**src/busPkg.sv**
```systemverilog
package busPkg;

	// command on the bus, valid for the single cycle it is not opIdle
	typedef enum logic [1:0] {
		opIdle  = 2'd0,
		opRead  = 2'd1,
		opWrite = 2'd2
	} busOpT;

	typedef struct packed {
		busOpT       op;
		logic [11:0] addr;
		logic [7:0]  wrData;
	} busReqT;

	// address map, memory lives below uartBase
	localparam logic [11:0] uartBase   = 12'h800; // port 0 data
	localparam logic [11:0] port1Data  = 12'h801;
	localparam logic [11:0] statusAddr = 12'h802;

	localparam logic [11:0] mailbox0   = 12'h7F0; // byte from port 0
	localparam logic [11:0] mailbox1   = 12'h7F1; // byte from port 1

	// write source of the data memory
	typedef enum logic [1:0] {
		srcBus = 2'd0,
		srcRx0 = 2'd1,
		srcRx1 = 2'd2
	} srcSelT;

endpackage

```
**src/serialPkg.sv**
```systemverilog
package serialPkg;

	// transmitter frame phases
	typedef enum logic [1:0] {
		txIdle     = 2'd0,
		txStartBit = 2'd1,
		txDataBits = 2'd2,
		txStopBit  = 2'd3
	} txStateT;

	// receiver frame phases
	typedef enum logic [1:0] {
		rxIdle     = 2'd0,
		rxStartBit = 2'd1,
		rxDataBits = 2'd2,
		rxStopBit  = 2'd3
	} rxStateT;

	// one port's view in the status word
	// port 1 sits in bits 3:2, port 0 in bits 1:0
	typedef struct packed {
		logic busy;
		logic overrun;
	} portStatusT;

endpackage

```
**src/portArbiter.sv**
```systemverilog
`timescale 1ns/1ps
module portArbiter (
	input  logic                        KEY,
	input  logic                        rstN,
	input  busPkg::busReqT              busReq,
	input  serialPkg::portStatusT [1:0] status,
	input  logic [1:0]                  rxReady,
	output logic [1:0]                  txStart,
	output logic [7:0]                  txData,
	output logic [1:0]                  rxClear,
	output logic                        memWe,
	output logic [11:0]                 memAddr,
	output logic [1:0]                  memSrc,
	output logic                        rdIsStatus,
	output logic [7:0]                  statusWord
);
	import busPkg::*;
	import serialPkg::*;

	logic [1:0]       overrun;  // sticky, cleared by a status read
	logic [1:0]       portBusy;
	logic [1:0]       portWr;
	logic [1:0]       storeSel;
	logic             isRead;
	logic             isWrite;
	logic             busMemWr;
	logic             storeOk;
	srcSelT           src;
	portStatusT [1:0] statusOut;

	assign isRead   = busReq.op == opRead;
	assign isWrite  = busReq.op == opWrite;
	assign busMemWr = isWrite && busReq.addr < uartBase;

	assign portWr[0] = isWrite && busReq.addr == uartBase;
	assign portWr[1] = isWrite && busReq.addr == port1Data;
	assign portBusy  = {status[1].busy, status[0].busy};

	// launch only on an idle port
	assign txStart = portWr & ~portBusy;
	assign txData  = busReq.wrData;

	assign rdIsStatus = isRead && busReq.addr == statusAddr;

	always_ff @(posedge KEY) begin
		if (!rstN) overrun <= '0;
		else if (rdIsStatus) overrun <= '0; // sampled by this same read
		else overrun <= overrun | (portWr & portBusy);
	end

	always_comb begin
		for (int i = 0; i < 2; i++) begin
			statusOut[i].busy    = portBusy[i];
			statusOut[i].overrun = overrun[i];
		end
	end

	assign statusWord = 8'(statusOut);

	// single address port, so any bus read or memory write holds stores back
	assign storeOk     = !busMemWr && !isRead;
	assign storeSel[0] = storeOk && rxReady[0];
	assign storeSel[1] = storeOk && rxReady[1] && !rxReady[0]; // port 0 first
	assign rxClear     = storeSel;

	always_comb begin
		memAddr = busReq.addr;
		src     = srcBus;
		if (storeSel[0]) begin
			memAddr = mailbox0;
			src     = srcRx0;
		end else if (storeSel[1]) begin
			memAddr = mailbox1;
			src     = srcRx1;
		end
	end

	assign memSrc = src;
	assign memWe  = busMemWr || (|storeSel);

endmodule

```
**config.mk**
```make
export PLATFORM = sky130hd
export DESIGN_NAME = portArbiter
export DESIGN_NICKNAME = d
export VERILOG_FILES = /design/src/busPkg.sv /design/src/serialPkg.sv /design/src/portArbiter.sv
export SDC_FILE = /design/constraint.sdc
export NUM_CORES = 1
export LEC_CHECK = 0
export BUFFER_PORTS_ARGS = -buffer_cell sky130_fd_sc_hd__clkbuf_2
export CORE_UTILIZATION = 32
export CTS_CLUSTER_SIZE = 25
export DETAILED_ROUTE_END_ITERATION = 7
export PLACE_DENSITY = 0.95
export SKIP_LAST_GASP = 1
export SYNTH_ARGS = -nofsm -noshare
export SYNTH_HDL_FRONTEND = slang
export SYNTH_SLANG_ARGS = --single-unit
```
**constraint.sdc**
```tcl
create_clock -name KEY -period 2.75 [get_ports KEY]
set_input_delay 0.4125 -clock KEY [delete_from_list [all_inputs] [get_ports KEY]]
set_output_delay 0.4125 -clock KEY [all_outputs]
set_load 0.005 [all_outputs]
```
==> impl_metrics.env <==
export IMPL_status="finished, final reports clean"
export IMPL_layout_common_cells="clkbuf_2 (43), or2_1 (8), nor2b_1 (6), nor2_1 (4), conb_1 (4)"
export IMPL_cap_violations=0
export IMPL_reg2reg_depth=2
export IMPL_clk_pin_slew_worst_paths_ps=30
export IMPL_routabilityCongestion=0.6796
export IMPL_synth_seq_cells=2
export IMPL_grt_pass1_wl_um=1400
export IMPL_drtIter0Drc=0
export IMPL_crit_end="memAddr[4]"
export IMPL_top_regs="overrun: 2 flops"
export IMPL_synth_top_cell_by_area="buf_4"
export IMPL_grt_pass1_vias=381
export IMPL_start_util=0.3587
export IMPL_port_buffers=43
export IMPL_yosys_top_cells_area="buf_4 (23%), or2_1 (10%), dfxtp_1 (8.3%)"
export IMPL_critPathMaxFanout=12
export IMPL_die_area_um2=1673
export IMPL_finalHoldViolCount=0
export IMPL_arrival_ps=1510
export IMPL_ctsResizeCount=0
export IMPL_rr_startpoint="overrun[0]"
export IMPL_worstSetupStartpoint="busReq[20]"
export IMPL_routed_wl_um=1103
export IMPL_hold_class="input pin to register"
export IMPL_rsz0062_at_grt="false"
export IMPL_grt_usage=0.1353
export IMPL_insertion_delay_ps=220
export IMPL_min_period_ps=1927
export IMPL_max_flop_register="overrun"
export IMPL_root_buffer="clkbuf_4"
export IMPL_htreeDepth=1
export IMPL_vias=505
export IMPL_grt_ovfl_total=0
export IMPL_remaining_drc_errors=0
export IMPL_power_leakage_uw=0.0003064
export IMPL_via_per_inst=4.720
export IMPL_reg2reg_to="overrun[0]"
export IMPL_postRouteAntennaNets=0
export IMPL_cts_tree="yes"
export IMPL_path_class="input pin to primary output"
export IMPL_drive_above_1_share=0.5652
export IMPL_coreArea_um2=1350
export IMPL_crit_path_end_kind="primary output"
export IMPL_layout_commonest_cell="clkbuf_2"
export IMPL_rrSetupSlack_ps=2110
export IMPL_avgSynthCellArea_um2=8.207
export IMPL_max_vdd_ir_drop_mv=0.1523
export IMPL_yosysSeqAreaShare=0.08269
export IMPL_slew_viol_final=0
export IMPL_dpl_hpwl_um=965.9
export IMPL_stdcell_area_um2=628.1
export IMPL_finalCritPeriodShare=0.7006
export IMPL_rows=13
export IMPL_clock_sinks=2
export IMPL_placed_area_um2=605.6
export IMPL_cts_made_buffers=3
export IMPL_wl_per_cell_um=10.31
export IMPL_required_ps=2340
export IMPL_relSlewSlack=0.6295
export IMPL_ys_warn_count=0
export IMPL_largest_register_ffs=2
export IMPL_fin_nets=124
export IMPL_io_pins=66
export IMPL_postCtsSetupRepairBufs=0
export IMPL_firstDrtPassIters=1
export IMPL_antenna_cells=0
export IMPL_ctsHoldBuffers=0
export IMPL_startpoint_type="input pin"
export IMPL_setup_viol=0
export IMPL_skew_ps=0
export IMPL_die_w_um=40.90
export IMPL_p_per_area_nw_per_um2=272.3
export IMPL_syn_to_final_growth_pct=29.72
export IMPL_whs_ps=436.3
export IMPL_dieHeight_um=40.90
export IMPL_finalSetupTns_ps=0
export IMPL_synth_top_area_frac=0.2326
export IMPL_timing_fmax_ghz=0.5190
export IMPL_syn_inst=59
export IMPL_synthesis_area_um2=484.2
export IMPL_cts_buffer_depth=2
export IMPL_synth_cell_types=22
export IMPL_antenna_found_initial=0
export IMPL_tightest_slew_ps=552.8
export IMPL_grt_max_degree=13
[critical path, cell delays in order]
cell,delay (ps)
clkbuf_2,120
and2b_1,210
nor3_2,480
or2_1,180
clkbuf_2,110
[area by class of cell]
| type | instances | area [um^2] |
|---|---|---|
| Timing Repair Buffer | 43 | 215.2 |
| Multi-Input combinational cell | 44 | 331.6 |
| Sequential cell | 2 | 40.04 |
| Tap cell | 15 | 18.77 |
| Fill cell | 147 | 721.9 |
| Clock buffer | 3 | 22.52 |
[stage by stage]
step / cells / utilization / total power (uW) / setup WS, ps
finish: 107 / 0.4652 / 171.1 / 823.3
detailed placement: 104 / 0.4486 / 104.8 / 793.5
CTS: 107 / 0.4652 / 177.2 / 797.1
global route: 107 / 0.4652 / 184.9 / 684.4
global placement: 104 / 0.4486 / 102.8 / 847.6
floorplan: 62 / - / 80.74 / 1262
[cells by family after synthesis]
logic type             after synthesis  share of synthesized area
buffers and inverters               16                     0.2558
and+or+nand+nor                     37                     0.5995
AOI/OAI and AO/OA                    3                    0.05427
DFF                                  2                    0.08269
other                                1                   0.007745
[worst min-delay path by stage]
stage / from / endpoint / slack (ps) / cells past startpoint
after floorplan: overrun[0] / overrun[0] / 560 / 2
after global placement: overrun[1] / overrun[1] / 550 / 2
after detailed placement: overrun[0] / overrun[0] / 560 / 2
after CTS: rstN / overrun[1] / 430 / 2
after global routing: rstN / overrun[1] / 450 / 2
final: rstN / overrun[1] / 440 / 2
[power breakdown]
part | switching [uW] | internal (uW)
combinational | 36.0 | 38.2
clock | 19.3 | 48.4
sequential | 0.000641 | 29.2
[Yosys cell counts]
| cell | number |
|---|---|
| and4_1 | 1 |
| nor4b_4 | 1 |
| nor4_1 | 1 |
| a41oi_1 | 2 |
| nand2_1 | 3 |
| and2_1 | 1 |
| or2_1 | 8 |
| nor4_4 | 1 |
| and4bb_2 | 1 |
| buf_6 | 1 |
| conb_1 | 1 |
| nor3b_1 | 3 |
| nor3b_4 | 1 |
| nor2_1 | 4 |
| dfxtp_1 | 2 |
| nor3_2 | 1 |
| and2b_1 | 1 |
| nor2b_1 | 6 |
| nor3b_2 | 1 |
| buf_4 | 15 |
| a2bb2oi_1 | 1 |
| nor4b_1 | 3 |
[routing by layer]
layer,track usage,part of all wire
met1,0.1194,0.37
met2,0.2344,0.52
met3,0.04348,0.099
met4,0.1333,0.0045
met5,0,0
Note: power is estimated with default switching activity, not from simulation.
