<file path="config.mk">
export PLATFORM = sky130hd
export DESIGN_NAME = uartPort
export DESIGN_NICKNAME = d
export VERILOG_FILES = /design/src/serialPkg.sv /design/src/uartTx.sv /design/src/uartRx.sv /design/src/uartPort.sv
export SDC_FILE = /design/constraint.sdc
export NUM_CORES = 1
export LEC_CHECK = 0
export ABC_AREA = 1
export BUFFER_PORTS_ARGS = -buffer_cell sky130_fd_sc_hd__buf_4
export CORE_MARGIN = 2
export CORE_UTILIZATION = 41
export CTS_CLUSTER_SIZE = 8
export DETAILED_ROUTE_END_ITERATION = 8
export SLEW_MARGIN = 15
export SYNTH_ARGS = -nofsm -noshare
export SYNTH_HDL_FRONTEND = slang
export SYNTH_SLANG_ARGS = --single-unit
</file>
<file path="constraint.sdc">
create_clock -name KEY -period 2.4 [get_ports KEY]
set_clock_uncertainty 0.2 [all_clocks]
set_input_delay 0.12 -clock KEY [delete_from_list [all_inputs] [get_ports KEY]]
set_output_delay 0.12 -clock KEY [all_outputs]
set_load 0.05 [all_outputs]
</file>
<file path="src/serialPkg.sv">
package serialPkg;

	// transmitter frame phases
	typedef enum logic [1:0] {
		txIdle     = 2'd0,
		txStartBit = 2'd1,
		txDataBits = 2'd2,
		txStopBit  = 2'd3
	} txStateT;

	// receiver frame phases
	typedef enum logic [1:0] {
		rxIdle     = 2'd0,
		rxStartBit = 2'd1,
		rxDataBits = 2'd2,
		rxStopBit  = 2'd3
	} rxStateT;

	// one port's view in the status word
	// port 1 sits in bits 3:2, port 0 in bits 1:0
	typedef struct packed {
		logic busy;
		logic overrun;
	} portStatusT;

endpackage

</file>
<file path="src/uartTx.sv">
`timescale 1ns/1ps
module uartTx #(
	parameter int clksPerBit = 16
) (
	input  logic       KEY,
	input  logic       rstN,
	input  logic       txStart,
	input  logic [7:0] txData,
	output logic       txLine,
	output logic       busy
);
	import serialPkg::*;

	localparam int cntW = $clog2(clksPerBit);

	txStateT         state;
	logic [cntW-1:0] bitCnt;   // cycles spent in the current bit
	logic [2:0]      bitIdx;   // data bit on the line
	logic [7:0]      shiftReg;
	logic            bitDone;

	assign bitDone = bitCnt == cntW'(clksPerBit - 1);
	assign busy    = state != txIdle; // start through stop

	always_ff @(posedge KEY) begin
		if (!rstN) begin
			state  <= txIdle;
			bitCnt <= '0;
			bitIdx <= '0;
			txLine <= 1'b1; // line idles high
		end else begin
			bitCnt <= bitDone ? '0 : bitCnt + 1'b1;
			case (state)
				txIdle: begin
					bitCnt <= '0;
					if (txStart) begin
						state  <= txStartBit;
						txLine <= 1'b0;
					end
				end
				txStartBit: begin
					if (bitDone) begin
						state  <= txDataBits;
						bitIdx <= '0;
						txLine <= shiftReg[0]; // LSB first
					end
				end
				txDataBits: begin
					if (bitDone) begin
						bitIdx <= bitIdx + 1'b1;
						if (bitIdx == 3'd7) begin
							state  <= txStopBit;
							txLine <= 1'b1;
						end else begin
							txLine <= shiftReg[1]; // shift lands this same edge
						end
					end
				end
				default: begin
					if (bitDone) state <= txIdle;
				end
			endcase
		end
	end

	always_ff @(posedge KEY) begin
		if (state == txIdle && txStart) shiftReg <= txData;
		else if (state == txDataBits && bitDone) shiftReg <= shiftReg >> 1;
	end

endmodule

</file>
<file path="src/uartRx.sv">
`timescale 1ns/1ps
module uartRx #(
	parameter int clksPerBit = 16
) (
	input  logic       KEY,
	input  logic       rstN,
	input  logic       rxIn,     // already synchronized
	input  logic       rxClear,
	output logic       rxReady,
	output logic [7:0] rxData
);
	import serialPkg::*;

	localparam int cntW    = $clog2(clksPerBit);
	localparam int halfBit = clksPerBit / 2;

	rxStateT         state;
	logic [cntW-1:0] bitCnt;
	logic [2:0]      bitIdx;
	logic [7:0]      shiftReg;
	logic            bitDone;
	logic            halfDone;
	logic            frameOk;

	assign bitDone  = bitCnt == cntW'(clksPerBit - 1);
	assign halfDone = bitCnt == cntW'(halfBit - 1);

	// good stop bit and a free (or freeing) holding register
	assign frameOk = state == rxStopBit && bitDone && rxIn && (!rxReady || rxClear);

	always_ff @(posedge KEY) begin
		if (!rstN) begin
			state   <= rxIdle;
			bitCnt  <= '0;
			bitIdx  <= '0;
			rxReady <= 1'b0;
		end else begin
			if (rxClear) rxReady <= 1'b0;
			if (frameOk) rxReady <= 1'b1; // wins over a same-cycle clear
			case (state)
				rxIdle: begin
					bitCnt <= '0;
					if (!rxIn) state <= rxStartBit; // falling edge
				end
				rxStartBit: begin
					if (halfDone) begin
						bitCnt <= '0;
						bitIdx <= '0;
						state  <= rxIn ? rxIdle : rxDataBits; // glitch goes back
					end else begin
						bitCnt <= bitCnt + 1'b1;
					end
				end
				rxDataBits: begin
					if (bitDone) begin
						bitCnt <= '0;
						bitIdx <= bitIdx + 1'b1;
						if (bitIdx == 3'd7) state <= rxStopBit;
					end else begin
						bitCnt <= bitCnt + 1'b1;
					end
				end
				default: begin
					// mid stop bit, frame is kept or dropped here
					if (bitDone) begin
						bitCnt <= '0;
						state  <= rxIdle;
					end else begin
						bitCnt <= bitCnt + 1'b1;
					end
				end
			endcase
		end
	end

	always_ff @(posedge KEY) begin
		if (state == rxDataBits && bitDone) shiftReg <= {rxIn, shiftReg[7:1]}; // LSB first
		if (frameOk) rxData <= shiftReg;
	end

endmodule

</file>
<file path="src/uartPort.sv">
`timescale 1ns/1ps
module uartPort #(
	parameter int clksPerBit = 16
) (
	input  logic                  KEY,
	input  logic                  rstN,
	input  logic                  txStart,
	input  logic [7:0]            txData,
	input  logic                  rxClear,
	input  logic                  rxLine,
	output logic                  txLine,
	output logic                  rxReady,
	output logic [7:0]            rxData,
	output serialPkg::portStatusT status
);
	logic [1:0] rxSync; // two-flop synchronizer
	logic       txBusy;

	always_ff @(posedge KEY) begin
		if (!rstN) rxSync <= 2'b11; // idle line, no false start
		else rxSync <= {rxSync[0], rxLine};
	end

	uartTx #(.clksPerBit(clksPerBit)) iUartTx (
		.KEY     (KEY),
		.rstN    (rstN),
		.txStart (txStart),
		.txData  (txData),
		.txLine  (txLine),
		.busy    (txBusy)
	);

	uartRx #(.clksPerBit(clksPerBit)) iUartRx (
		.KEY     (KEY),
		.rstN    (rstN),
		.rxIn    (rxSync[1]),
		.rxClear (rxClear),
		.rxReady (rxReady),
		.rxData  (rxData)
	);

	assign status.busy    = txBusy;
	assign status.overrun = 1'b0; // sticky bit is kept by the arbiter

endmodule

</file>
==> out/summary.txt <==
post-synthesis sequential area ratio -> 58.1%
vias after detailed routing -> 1354
GRT Total Usage -> 12.9%
TritonCTS Sinks -> 46
Die H -> 73.8 microns
Initial Util -> 42.3%
crit share post-route -> 73.7%
WL final -> 3170 microns
Post-Synthesis Cell Area -> 2000 sq um
Core Util, Final -> 51.7%
main flop type after synthesis -> edfxtp_1
clock share of power -> 21.2%
Post-CTS Resized -> 0
Setup WS post-layout -> 630 ps
EDFF count, synth -> 24
most frequent cell after synthesis -> nand2_1
main combinational cell family by area after synthesis -> simple AND/OR/NAND/NOR gates
Pwr Density -> 951 nW/um^2
Final #Nets -> 261
crit path capture type -> flip-flop
total number of yosys warnings -> 0
Hold Crit Depth -> 5
vias per inst -> 4.48
Pint -> 1.49 mW
Reg clk slew, reported paths -> 90 ps
synth cell count leaders -> nand2_1 (37), edfxtp_1 (24), inv_1 (23)
post-synthesis async set-or-reset flop share -> 0%
Worst Path Max Fanout -> 9
NetSw -> 833 uW
worst skew pair latency -> 300 ps
clock root buffer -> clkbuf_8
CTS tree -> done
worst-case vdd ir drop -> 0.000459 V
WHS -> 75.6 ps
TNS Setup -> 0 ps
leading area contributor after synthesis -> edfxtp_1
initial antenna violation count -> 0
Area growth syn-to-layout -> 22.4%
mux share of post-synthesis cell area -> 3.95%
synth unique cells -> 22
Synth Area in XOR/XNOR -> 1.75%
worst slack at placement -> 633 ps
gr ovfl total -> 0
Tot Pwr -> 2.32 mW
layout cells sized above 1 -> 20.4%
area fraction in compound gates after synthesis -> 4.07%
Fillers -> 443
Post-Syn Nets -> 221
largest net degree at the start of global routing -> 17
synthesized instance count -> 194
combinational group share of total power -> 34.4%
mean post-synth cell area -> 10.3 sq um
Antenna Nets Post-Route -> 0
vias in the first global route -> 1218
Ports -> 25
Fin. Hold Viols -> 0
Arr. time, crit path -> 1620 ps
class of the worst hold path -> input pin to flip-flop
main area contributors after synthesis -> edfxtp_1 (36%), dfxtp_1 (22%), ha_1 (8.8%), nand2_1 (7.0%), inv_1 (4.3%)
required time worst endpoint -> 2250 ps
standard-cell row count -> 25
DP Wirelength -> 2250 microns
H-tree levels -> 2
Residual DRC -> 0
status -> complete, no violations
FF+latch count, synth -> 46
Synth Area in Simple Gates -> 17.4%
Worst setup SP type -> flip-flop
PortBufs -> 23
Synth Area in Adders -> 8.77%
Die W -> 73.8 microns
critical path class -> flip-flop to flip-flop
first-pass GRT wire length -> 5330 microns
antenna cells -> 0
area occupied by multi-input gates -> 721 sq um
RSZ-0062 raised after global routing -> false
Placeable Area -> 4720 sq um
Die Area -> 5440 sq um
final setup fails -> 0
Max Fclk -> 0.565 GHz
Initial DRC Count -> 61
router iterations before antenna repair -> 4
reg2reg path depth -> 4
Yosys top cell area share -> 36.1%
minimum clock period -> 1770 ps
CTS Buffer Depth -> 2
drt wl/cell -> 10.5 microns
GP Congestion -> 0.814
max-cap violation count -> 0
total CTS buffers -> 5
leakage -> 1.03 nW
sw frac -> 35.9%
Seq. cell area -> 1160 sq um
Slew Viols, Final -> 0
sequential share of power -> 44.4%
## cell families after synthesis
| kind of cell | count (synthesis) |
|---|---|
| AO/OA/AOI/OAI | 16 |
| XOR/XNOR | 4 |
| adder cells (fa/ha/maj) | 14 |
| buffers and inverters | 26 |
| flip-flops | 46 |
| multiplexers | 7 |
| other | 1 |
| AND/OR/NAND/NOR | 80 |
## metrics by stage
step / instance area [sq um] / cells
5_1_grt: 2440 / 302
6_report: 2440 / 302
3_5_place_dp: 2240 / 283
2_1_floorplan: 2000 / 194
4_1_cts: 2440 / 302
3_3_place_gp: 2240 / 283
## per-layer routing
metal	global-route usage, %	up-vias	share of wire, %
met4	4.24	0	1.2
met3	4.53	6	3.5
li1	-	709	-
met1	16.2	618	50
met5	0	-	0
met2	20.6	21	45
## power groups by stage
| stage | clock network, mW | logic, mW | registers, mW |
|---|---|---|---|
| after global placement | 0 | 0.789 | 1.05 |
| after detailed placement | 0 | 0.791 | 1.05 |
| after CTS | 0.511 | 0.808 | 1.03 |
| final | 0.491 | 0.800 | 1.03 |
| after global routing | 0.536 | 0.934 | 1.05 |
| after floorplan | 0 | 0.629 | 1.06 |
## sequential cells by signal, indices dropped and copies added, names as in the netlist
| signal | flops |
|---|---|
| iUartRx.rxData | 8 |
| iUartRx.rxReady | 1 |
| iUartRx.shiftReg | 8 |
| rxSync | 2 |
| iUartRx.state | 2 |
| iUartRx.bitIdx | 3 |
| iUartTx.bitCnt | 4 |
| iUartTx.state | 2 |
| iUartTx.shiftReg | 8 |
| iUartRx.bitCnt | 4 |
| iUartTx.txLine | 1 |
| iUartTx.bitIdx | 3 |
## cell type report
class,instances,area share (%)
clock buffer,5,2.82
clock inverter,3,1.02
inverter,23,3.53
multi-input combinational,122,29.5
sequential,46,47.5
tap,67,3.43
timing repair buffer,36,12.2
## timing repair
item | in CTS | in global routing
buffers inserted | 0 | 0
hold endpoints to repair | 20 | 0
hold buffers | 11 | 0
## worst max-delay path, cell delays in order, from the launching register on
cell and delay, ps:
dfxtp_1 360, inv_1 60, ha_1 220, nand2_1 300, mux2_2 380
## worst paths after layout
kind	from	end	slack, ps
max	iUartTx.state[0]	iUartTx.shiftReg[6]	630
min	txStart	iUartTx.txLine	80
max reg2reg	iUartTx.state[0]	iUartTx.shiftReg[6]	630
min reg2reg	rxSync[0]	rxSync[1]	220
## layout by cell type, fill, tap and decap left out
cell type / Yosys / layout
mux2_2: 7 / 7
buf_4: 2 / 25
or2_2: 3 / 3
nand3_2: 2 / 2
clkbuf_8: 1 / 5
nor2_1: 22 / 22
ha_1: 14 / 14
conb_1: 1 / 1
nand3_1: 11 / 11
a31oi_1: 1 / 1
clkinvlp_4: 0 / 1
o21ai_0: 5 / 5
dlygate4sd3_1: 0 / 11
xor2_1: 2 / 2
nand2_1: 37 / 37
nor3_1: 1 / 1
inv_6: 0 / 1
edfxtp_1: 24 / 24
a21oi_1: 10 / 10
dfxtp_1: 22 / 22
clkinv_4: 0 / 1
xnor2_1: 2 / 2
nor2_2: 1 / 1
inv_1: 23 / 23
nand3b_1: 1 / 1
nand2_2: 2 / 2
No activity file was read; power rests on OpenSTA's default activity.
